### src/design/div_pkg.sv
`default_nettype none

package div_pkg;

  // ========================================
  // widths
  // ========================================
  localparam int unsigned xlen   = 64;
  localparam int unsigned word_w = 32;
  localparam int unsigned cnt_w  = 7;  // must hold xlen

  typedef logic [cnt_w-1:0] cnt_t;

  // ========================================
  // operation codes
  // ========================================
  // bit 2 word, bit 1 remainder, bit 0 unsigned
  typedef enum logic [2:0] {
    op_div   = 3'b000,
    op_divu  = 3'b001,
    op_rem   = 3'b010,
    op_remu  = 3'b011,
    op_divw  = 3'b100,
    op_divuw = 3'b101,
    op_remw  = 3'b110,
    op_remuw = 3'b111
  } div_op_e;

  // ========================================
  // transfer structs
  // ========================================
  typedef struct packed {
    div_op_e         op;
    logic [xlen-1:0] dividend;  // rs1
    logic [xlen-1:0] divisor;   // rs2
  } div_req_t;

  typedef struct packed {
    logic [xlen-1:0] result;
  } div_rsp_t;

  // travels with the op to steer the fixup
  typedef struct packed {
    logic            want_rem;
    logic            is_word;
    logic            q_neg;
    logic            r_neg;
    logic            exc;        // zero divisor or signed overflow
    logic [xlen-1:0] exc_value;  // final result when exc
  } div_ctl_t;

  typedef struct packed {
    logic [xlen-1:0] mag_dividend;  // word ops sit in the upper half
    logic [xlen-1:0] mag_divisor;
    cnt_t            iters;
    div_ctl_t        ctl;
  } div_prep_t;

endpackage

`default_nettype wire
### src/design/div_unit.sv
`default_nettype none

module div_unit (
  input  logic              clk,
  input  logic              rst_n,
  input  logic              req_valid_i,
  output logic              req_ready_o,
  input  div_pkg::div_req_t req_i,
  output logic              rsp_valid_o,
  input  logic              rsp_ready_i,
  output div_pkg::div_rsp_t rsp_o
);

  div_pkg::div_prep_t       prep;
  div_pkg::div_ctl_t        ctl;
  logic [div_pkg::xlen-1:0] quot_mag;
  logic [div_pkg::xlen-1:0] rem_mag;

  // ========================================
  // prep, iterate, fixup
  // ========================================
  div_operand_prep u_prep (
    .req_i  (req_i),
    .prep_o (prep)
  );

  div_iter_core u_core (
    .clk         (clk),
    .rst_n       (rst_n),
    .req_valid_i (req_valid_i),
    .req_ready_o (req_ready_o),
    .prep_i      (prep),
    .rsp_valid_o (rsp_valid_o),
    .rsp_ready_i (rsp_ready_i),
    .ctl_o       (ctl),
    .quot_mag_o  (quot_mag),
    .rem_mag_o   (rem_mag)
  );

  div_result_fixup u_fixup (
    .ctl_i      (ctl),
    .quot_mag_i (quot_mag),
    .rem_mag_i  (rem_mag),
    .rsp_o      (rsp_o)
  );

endmodule

`default_nettype wire

### src/design/div_result_fixup.sv
`default_nettype none

module div_result_fixup (
  input  div_pkg::div_ctl_t        ctl_i,
  input  logic [div_pkg::xlen-1:0] quot_mag_i,
  input  logic [div_pkg::xlen-1:0] rem_mag_i,
  output div_pkg::div_rsp_t        rsp_o
);

  logic [div_pkg::xlen-1:0] mag;
  logic                     neg;
  logic [div_pkg::xlen-1:0] signed_val;
  logic [div_pkg::xlen-1:0] word_val;

  // pick the half the op asked for
  assign mag = ctl_i.want_rem ? rem_mag_i : quot_mag_i;
  assign neg = ctl_i.want_rem ? ctl_i.r_neg : ctl_i.q_neg;

  assign signed_val = neg ? (~mag + 1'b1) : mag;

  // word results always sign-extend, even for unsigned ops
  assign word_val = {{(div_pkg::xlen-div_pkg::word_w){signed_val[div_pkg::word_w-1]}},
                     signed_val[div_pkg::word_w-1:0]};

  always_comb begin
    if (ctl_i.exc) begin
      rsp_o.result = ctl_i.exc_value;  // already in final form
    end else if (ctl_i.is_word) begin
      rsp_o.result = word_val;
    end else begin
      rsp_o.result = signed_val;
    end
  end

endmodule

`default_nettype wire

### src/design/div_iter_core.sv
`default_nettype none

module div_iter_core (
  input  logic                     clk,
  input  logic                     rst_n,
  input  logic                     req_valid_i,
  output logic                     req_ready_o,
  input  div_pkg::div_prep_t       prep_i,
  output logic                     rsp_valid_o,
  input  logic                     rsp_ready_i,
  output div_pkg::div_ctl_t        ctl_o,
  output logic [div_pkg::xlen-1:0] quot_mag_o,
  output logic [div_pkg::xlen-1:0] rem_mag_o
);

  typedef enum logic [1:0] {
    st_idle   = 2'b00,
    st_iter   = 2'b01,
    st_finish = 2'b10
  } state_e;

  state_e                     state_q;
  state_e                     state_d;
  div_pkg::cnt_t              cnt_q;
  logic [2*div_pkg::xlen-1:0] rq_q;     // {remainder, quotient}
  logic [div_pkg::xlen-1:0]   dvsr_q;
  div_pkg::div_ctl_t          ctl_q;
  logic [div_pkg::xlen:0]     trial;    // 65 bits, shifted remainder minus divisor
  logic                       accept;
  logic                       last_iter;

  assign accept    = req_valid_i & (state_q == st_idle);
  assign last_iter = (cnt_q == div_pkg::cnt_t'(1));

  // top 65 bits after the shift, so the bit leaving rq_q is kept
  assign trial = rq_q[2*div_pkg::xlen-1:div_pkg::xlen-1] - {1'b0, dvsr_q};

  // ========================================
  // control FSM
  // ========================================
  always_comb begin
    state_d = state_q;
    case (state_q)
      st_idle: begin
        if (req_valid_i) begin
          state_d = prep_i.ctl.exc ? st_finish : st_iter;  // exceptions skip iteration
        end
      end
      st_iter: begin
        if (last_iter) begin
          state_d = st_finish;
        end
      end
      st_finish: begin
        if (rsp_ready_i) begin
          state_d = st_idle;
        end
      end
      default: state_d = st_idle;
    endcase
  end

  always_ff @(posedge clk) begin
    if (rst_n) begin
      state_q <= st_idle;
      cnt_q   <= '0;
    end else begin
      state_q <= state_d;
      if (accept) begin
        cnt_q <= prep_i.iters;
      end else if (state_q == st_iter) begin
        cnt_q <= cnt_q - div_pkg::cnt_t'(1);
      end
    end
  end

  // ========================================
  // shift-subtract datapath
  // ========================================
  always_ff @(posedge clk) begin
    if (accept) begin
      rq_q   <= {{div_pkg::xlen{1'b0}}, prep_i.mag_dividend};
      dvsr_q <= prep_i.mag_divisor;
      ctl_q  <= prep_i.ctl;
    end else if (state_q == st_iter) begin
      if (!trial[div_pkg::xlen]) begin
        // fits, keep difference and set quotient bit
        rq_q <= {trial[div_pkg::xlen-1:0], rq_q[div_pkg::xlen-2:0], 1'b1};
      end else begin
        rq_q <= {rq_q[2*div_pkg::xlen-2:0], 1'b0};  // restore
      end
    end
  end

  assign req_ready_o = (state_q == st_idle);
  assign rsp_valid_o = (state_q == st_finish);
  assign ctl_o       = ctl_q;
  assign quot_mag_o  = rq_q[div_pkg::xlen-1:0];
  assign rem_mag_o   = rq_q[2*div_pkg::xlen-1:div_pkg::xlen];

endmodule

`default_nettype wire

### src/design/div_operand_prep.sv
`default_nettype none

module div_operand_prep (
  input  div_pkg::div_req_t  req_i,
  output div_pkg::div_prep_t prep_o
);

  logic                     is_word;
  logic                     want_rem;
  logic                     is_uns;
  logic [div_pkg::xlen-1:0] a_sext;   // word dividend, always sign-extended
  logic [div_pkg::xlen-1:0] a_word;   // word dividend, signed or unsigned
  logic [div_pkg::xlen-1:0] b_word;
  logic [div_pkg::xlen-1:0] a_ext;
  logic [div_pkg::xlen-1:0] b_ext;
  logic                     a_neg;
  logic                     b_neg;
  logic [div_pkg::xlen-1:0] a_mag;
  logic [div_pkg::xlen-1:0] b_mag;
  logic [div_pkg::xlen-1:0] min_val;
  logic                     div_zero;
  logic                     div_ovf;

  assign is_word  = req_i.op[2];
  assign want_rem = req_i.op[1];
  assign is_uns   = req_i.op[0];

  // ========================================
  // operand forming
  // ========================================
  assign a_sext = {{(div_pkg::xlen-div_pkg::word_w){req_i.dividend[div_pkg::word_w-1]}},
                   req_i.dividend[div_pkg::word_w-1:0]};
  assign a_word = {{(div_pkg::xlen-div_pkg::word_w){req_i.dividend[div_pkg::word_w-1] & ~is_uns}},
                   req_i.dividend[div_pkg::word_w-1:0]};
  assign b_word = {{(div_pkg::xlen-div_pkg::word_w){req_i.divisor[div_pkg::word_w-1] & ~is_uns}},
                   req_i.divisor[div_pkg::word_w-1:0]};

  assign a_ext = is_word ? a_word : req_i.dividend;
  assign b_ext = is_word ? b_word : req_i.divisor;

  assign a_neg = ~is_uns & a_ext[div_pkg::xlen-1];
  assign b_neg = ~is_uns & b_ext[div_pkg::xlen-1];

  assign a_mag = a_neg ? (~a_ext + 1'b1) : a_ext;
  assign b_mag = b_neg ? (~b_ext + 1'b1) : b_ext;

  // ========================================
  // exception detection
  // ========================================
  // most negative value at the op width
  assign min_val = is_word ?
                   {{(div_pkg::xlen-div_pkg::word_w+1){1'b1}}, {(div_pkg::word_w-1){1'b0}}} :
                   {1'b1, {(div_pkg::xlen-1){1'b0}}};

  assign div_zero = (b_ext == '0);
  assign div_ovf  = ~is_uns & (a_ext == min_val) & (&b_ext);

  always_comb begin
    prep_o.ctl.want_rem = want_rem;
    prep_o.ctl.is_word  = is_word;
    prep_o.ctl.q_neg    = a_neg ^ b_neg;
    prep_o.ctl.r_neg    = a_neg;  // remainder follows the dividend
    prep_o.ctl.exc      = div_zero | div_ovf;

    if (div_zero) begin
      prep_o.ctl.exc_value = want_rem ? (is_word ? a_sext : req_i.dividend) : '1;
    end else if (div_ovf) begin
      prep_o.ctl.exc_value = want_rem ? '0 : a_ext;
    end else begin
      prep_o.ctl.exc_value = '0;
    end

    // word dividend goes high so 32 shifts use it up
    prep_o.mag_dividend = is_word ? {a_mag[div_pkg::word_w-1:0], {div_pkg::word_w{1'b0}}} : a_mag;
    prep_o.mag_divisor  = b_mag;

    if (prep_o.ctl.exc) begin
      prep_o.iters = '0;
    end else begin
      prep_o.iters = is_word ? div_pkg::cnt_t'(div_pkg::word_w) : div_pkg::cnt_t'(div_pkg::xlen);
    end
  end

endmodule

`default_nettype wire

### config.mk
export PLATFORM = sky130hd
export DESIGN_NAME = div_unit
export DESIGN_NICKNAME = d
export VERILOG_FILES = /design/src/design/div_pkg.sv /design/src/design/div_unit.sv /design/src/design/div_result_fixup.sv /design/src/design/div_iter_core.sv /design/src/design/div_operand_prep.sv
export SDC_FILE = /design/constraint.sdc
export NUM_CORES = 1
export LEC_CHECK = 0
export BUFFER_PORTS_ARGS = -buffer_cell sky130_fd_sc_hd__buf_2
export CAP_MARGIN = 20
export CELL_PAD_IN_SITES_DETAIL_PLACEMENT = 1
export CELL_PAD_IN_SITES_GLOBAL_PLACEMENT = 1
export CORE_MARGIN = 2
export CORE_UTILIZATION = 46
export DETAILED_ROUTE_END_ITERATION = 10
export PLACE_DENSITY_LB_ADDON = 0.1
export SLEW_MARGIN = 20
export SYNTH_ARGS = -nofsm -noshare
export SYNTH_HDL_FRONTEND = slang
export SYNTH_SLANG_ARGS = --single-unit
### constraint.sdc
create_clock -name clk -period 6.5 [get_ports clk]
set_input_delay 0.325 -clock clk [delete_from_list [all_inputs] [get_ports clk]]
set_output_delay 0.325 -clock clk [all_outputs]
set_load 0.005 [all_outputs]
==> flow_summary.toml, run 1 <==
[clock_tree]
numClockSinks = 270
cts_setup_buffers = 0
clock_path_buffers = 3
clk_latency_ns = 0.57
cts_max_level = 2
cts-root-buf = "clkbuf_16"
cts_resized = 0
cts-buffers-inserted = 34
clk_pin_slew_ns = 0.06
cts_tree = "done"

[finish]
drive_gt1_frac = 0.125
syn_to_final_growth_pct = 11.4
final.fill_count = 5719
register_area_sq_um = 7380
multi_input_area_sq_um = 13300
fin_nets = 2999

[route]
vias = 21861
drt_iter0_markers = 2237
wire_per_inst_microns = 26.5
wl_microns = 90700
ant_nets = 0
drc = 2
dr.pass1.iters = 8
viasPerCell = 6.39

[critical_path]
r2r_setup_slack_ns = 1.86
cp-end-kind = "primary output"
crit_type = "reg -> out"
required_ns = 6.17
start_kind = "flop"
crit_fanout = 90
critPathArrivalTime_ns = 5.39

[timing]
max_freq_mhz = 175
setup_violations = 0
final.setup.tns_ns = 0
hold_viol = 0
fin_crit_ns = 5.72
worst_slack_ns = 0.780
slew_viol_final = 0
clock_skew_ns = 0.0216
slew_headroom = 0.241
fin_crit_sh = 0.880
rsz0062_at_grt = "false"
tightest_slew_ns = 1.13

[synthesis]
netlist-cell-type-count = 88
avgSynthCellArea_sq_um = 8.10
netlist_area_sq_um = 21800
async_flop_share = 0
yosysSeqAreaShare = 0.339
synth-edff-count = 197
synth-main-ff-cell = "edfxtp_1"
synthesis.nets = 2896
ys_ff_latch = 270
syn_inst = 2690
ys_warn_count = 0

[placement]
preCtsSetupSlack_ns = 1.07
port_buffers = 200
dp_hpwl_microns = 69500
routabilityCongestion = 0.986

[die]
core_sq_um = 46700
placementRows = 79
io_pins = 201
die_area_sq_um = 49100
start_util = 0.467
die_h_microns = 222
chipWidth_microns = 222

[global_route]
grt_pass1_vias = 21559
overflow = 0
grt_max_degree = 101
grt_pass1_wl_microns = 136000
grtUsageTotal = 0.360
antenna_found_initial = 4

[status]
violations = "design-rule violations"
status = "finished with violations"

[run]
cap_violations = 0

[min_path]
hold_path.class = "in -> reg"

[pwr]
power_density_nw_per_um2 = 382
power.leakage_nw = 10.0
vdd_drop_max_mv = 0.293
finalPower_w = 0.00927
## layout by cell type, fill, tap and decap left out, drive strengths merged, types with 9 or more instances in the layout
cell	count
a211oi	12
a21boi	13
a21o	65
a21oi	254
a221o	9
a31oi	32
a32oi	9
and2	11
and3	20
buf	230
clkbuf	48
dfxtp	73
edfxtp	197
ha	70
inv	123
mux2	30
mux2i	73
nand2	290
nand2b	18
nand3	44
nand4	43
nor2	240
nor2b	15
nor3	104
nor3b	21
nor4	29
o21a	18
o21ai	299
o21bai	13
o221ai	9
o22ai	13
o31ai	26
o41ai	11
or3	11
or4	13
xnor2	137
xor2	96
## final cells by class
type	count	share of cell area
antenna	1	0.000103
clock buffer	48	0.0407
clock inverter	9	0.00304
inverter	123	0.0192
multi-input combinational	2133	0.549
sequential	270	0.304
tap	607	0.0313
timing repair buffer	231	0.0524
## critical path, cell delays in order, from the launching register on
cell and delay, ns:
edfxtp_1 0.59, buf_8 0.25, buf_4 0.19, buf_4 0.24, buf_12 0.40, mux2i_1 0.61
nand3b_1 0.18, nor3_1 0.36, nand2_1 0.20, nor4_2 0.52, nand4_1 0.24, o31ai_1 0.36
xor2_1 0.12, a221o_1 0.36, buf_2 0.14
## state kept, by name (all words and copies together), names as in the netlist
| register | count |
|---|---|
| u_core.cnt_q | 7 |
| u_core.ctl_o | 69 |
| u_core.dvsr_q | 64 |
| u_core.rq_q | 128 |
| u_core.state_q | 2 |
## report_power, final
part | internal (W) | switching (W)
combinational | 0.00164 | 0.00289
clock | 0.00109 | 0.000785
sequential | 0.00224 | 0.000622
## per-layer routing
layer  vias up  GRT usage  share of wire
met5         -          0        0.00014
li1       9960          -              -
met4         2      0.125          0.035
met3       162     0.0435          0.071
met2       891      0.570           0.45
met1     10846      0.508           0.44
## final timing paths
path | start | end | depth (start not counted)
max reg2reg | u_core.rq_q[69]$_SDFFE_PP0P_ | u_core.rq_q[123]$_SDFFE_PP0P_ | 14
min | rsp_ready_i | u_core.state_q[1]$_SDFFE_PP0P_ | 3
max | u_core.ctl_o[68]$_DFFE_PP_ | rsp_o[60] | 14
min reg2reg | u_core.cnt_q[1]$_SDFFE_PP0P_ | u_core.cnt_q[1]$_SDFFE_PP0P_ | 2
## per-stage QoR
step | std cells | utilization | hold WS, ns | area, sq um
3_5_place_dp | 3362 | 0.497 | 0.495 | 23200
4_1_cts | 3420 | 0.520 | 0.0506 | 24300
3_3_place_gp | 3362 | 0.497 | 0.476 | 23200
2_1_floorplan | 2690 | - | 0.424 | 21800
6_report | 3422 | 0.520 | 0.0612 | 24300
5_1_grt | 3421 | 0.520 | 0.0699 | 24300
## cells by family (layout without fill, tap and decap cells)
family	after synthesis	count (layout)	synth area share
xor+xnor	233	233	0.0937
other cells	0	1	0
fa+ha+maj	71	71	0.0411
compound gates	842	842	0.231
simple gates	884	884	0.195
buf+inv	287	411	0.0517
flops	270	270	0.339
mux	103	103	0.0491
## Yosys cell counts, drive strengths merged (11+ instances only)
cell type	instances	share of area
inv	122	0.021
mux2	30	0.016
dfxtp	73	0.067
nor3b	21	0.0091
and3	20	0.0060
o21a	18	0.0062
nand4	43	0.012
o21bai	13	0.0045
a21o	65	0.022
edfxtp	197	0.27
xnor2	137	0.055
or3	11	0.0032
ha	70	0.040
a21boi	13	0.0045
a21oi	254	0.058
xor2	96	0.039
o22ai	13	0.0043
a31oi	32	0.0092
nor3	104	0.025
buf	39	0.0090
o21ai	299	0.069
nand2	290	0.050
mux2i	73	0.034
nand2b	18	0.0055
clkbuf	125	0.022
nor4	29	0.0096
nor2b	15	0.0043
nor2	240	0.043
a211oi	12	0.0041
nand3	44	0.010
and2	11	0.0032
o41ai	11	0.0048
o31ai	26	0.0090
or4	13	0.0047
## what timing repair did
| action | in CTS | in global routing |
|---|---|---|
| setup endpoints to repair | 0 | 0 |
| endpoints found under the hold margin | 1 | 0 |
| hold buffers | 1 | 0 |
Power figures use the tool's default switching activity.
==> inputs of run 2 (changes only) <==
CORE_UTILIZATION = 50   (was 46)
clock period = 7.33 ns   (was 6.5 ns; I/O delays follow)
==> flow_summary.toml, run 2 (synthesis gave the netlist of run 1 again) <==
[status]
status = "finished clean"

[clock_tree]
cts_max_level = 2
cts_setup_buffers = 0
cts_tree = "done"
clk_pin_slew_ns = 0.06
clock_path_buffers = 3
cts_resized = 0
numClockSinks = 270
clk_latency_ns = 0.56
cts-buffers-inserted = 35
cts-root-buf = "clkbuf_16"
ctsHoldBuffers = 0

[placement]
port_buffers = 200
dp_hpwl_microns = 69200
routabilityCongestion = 0.996
placedCellCount = 3335

[critical_path]
start_kind = "flop"
crit_fanout = 107
cp-end-kind = "primary output"
r2r-end = "u_core.rq_q[120]$_SDFFE_PP0P_"
timing.rr.start = "u_core.rq_q[63]$_DFFE_PP_"
required_ns = 6.96
r2r_setup_slack_ns = 2.49
crit_type = "reg -> out"
startpoint = "u_core.ctl_o[68]$_DFFE_PP_"
worst-r2r-cell-count = 14
endpoint = "rsp_o[60]"
critPathArrivalTime_ns = 5.56

[route]
wire_per_inst_microns = 26.8
drc = 0
dr.pass1.iters = 8
vias = 22274
viasPerCell = 6.55
wl_microns = 91000
ant_nets = 0
drt_iter0_markers = 2410

[pwr]
power_density_nw_per_um2 = 344
power.leakage_nw = 10.0
finalPower_w = 0.00834
vdd_drop_max_mv = 0.278

[global_route]
overflow = 0
grt_pass1_wl_microns = 136000
antenna_found_initial = 1
grtUsageTotal = 0.400
grt_max_degree = 108
grt_pass1_vias = 22200

[timing]
final.setup.tns_ns = 0
tightest_slew_ns = 1.08
clock_skew_ns = 0.0219
fin_crit_ns = 5.92
rsz0062_at_grt = "false"
setup_violations = 0
slew_headroom = 0.276
slew_viol_final = 0
max_freq_mhz = 169
hold_viol = 0
fin_crit_sh = 0.808
hold-worst-slack_ns = 0.0551

[die]
chipWidth_microns = 213
placementRows = 76
start_util = 0.506
die_area_sq_um = 45300
io_pins = 201
core_sq_um = 43100
die_h_microns = 213

[finish]
mostFrequentLayoutCell = "nand2_1"
mostFrequentLayoutCells = "289 x nand2_1, 253 x a21oi_1, 247 x o21ai_0"
syn_to_final_growth_pct = 11.4
fin_nets = 2994
largest-register = "u_core.rq_q"
drive_gt1_frac = 0.124
largest_register_ffs = 128
final-instance-count-excl-fill = 3400
post-route-util = 0.563

[min_path]
hold_path.class = "in -> reg"

[run]
cap_violations = 0
## run 2: changes by cell type in the layout (fill, tap and decap cells not counted), sizes merged
cell	before	now
clkinv	8	12
clkbuf	48	46
clkinvlp	0	2
dlygate4sd3	1	0
buf	230	225
bufinv	1	3
## run 2: routing by layer
metal  global-route usage  wire length (microns)  vias to the layer above  share of wire
li1                     -                      -                     9971              -
met1                0.548                  38400                    10978           0.42
met2                0.619                  40000                     1102           0.44
met3               0.0668                   8100                      223          0.089
met4                0.182                   4540                        0          0.050
met5                    0                      0                        -              0
## run 2: how the worst min path moves through the flow
stage	start	depth (start not counted)	slack (ns)	to
after floorplan	u_core.cnt_q[1]$_SDFFE_PP0P_	2	0.46	u_core.cnt_q[1]$_SDFFE_PP0P_
after global placement	u_core.cnt_q[1]$_SDFFE_PP0P_	2	0.48	u_core.cnt_q[1]$_SDFFE_PP0P_
after detailed placement	u_core.cnt_q[1]$_SDFFE_PP0P_	2	0.52	u_core.cnt_q[1]$_SDFFE_PP0P_
after CTS	req_i[0]	1	0.04	u_core.dvsr_q[0]$_DFFE_PP_
after global routing	req_i[0]	1	0.04	u_core.dvsr_q[0]$_DFFE_PP_
final	req_i[0]	1	0.06	u_core.dvsr_q[0]$_DFFE_PP_
## run 2: critical path, cell delays in order (launching register included)
cell and delay, ns:
edfxtp_1 0.68, buf_8 0.24, buf_12 0.44, mux2i_1 0.32
ha_1 0.23, o21ai_0 0.18, nor4_1 0.59, and3_1 0.42
nand2_1 0.17, nor4_2 0.53, nand4_1 0.24, o31ai_1 0.30
xor2_1 0.13, a221o_1 0.37, buf_2 0.14
## run 2: layout make-up
| type | instances | area (sq um) |
|---|---|---|
| antenna | 1 | 2.50 |
| clock buffer | 46 | 970 |
| clock inverter | 17 | 166 |
| fill | 5260 | 18800 |
| inverter | 123 | 467 |
| multi-input combinational | 2133 | 13300 |
| sequential | 270 | 7380 |
| tap | 585 | 732 |
| timing repair buffer | 225 | 1210 |
## run 2: report_power, final
part / leakage [nW] / switching (W) / internal [W]
combinational: 6.92 / 0.00260 / 0.00144
sequential: 2.54 / 0.000546 / 0.00199
clock: 0.551 / 0.000727 / 0.00104
## run 2: stage by stage
stage,area (sq um),setup slack (ns)
after detailed placement,23100,1.73
after global placement,23100,2.03
final,24300,1.41
after floorplan,21800,1.93
after CTS,24200,1.16
after global routing,24300,1.06
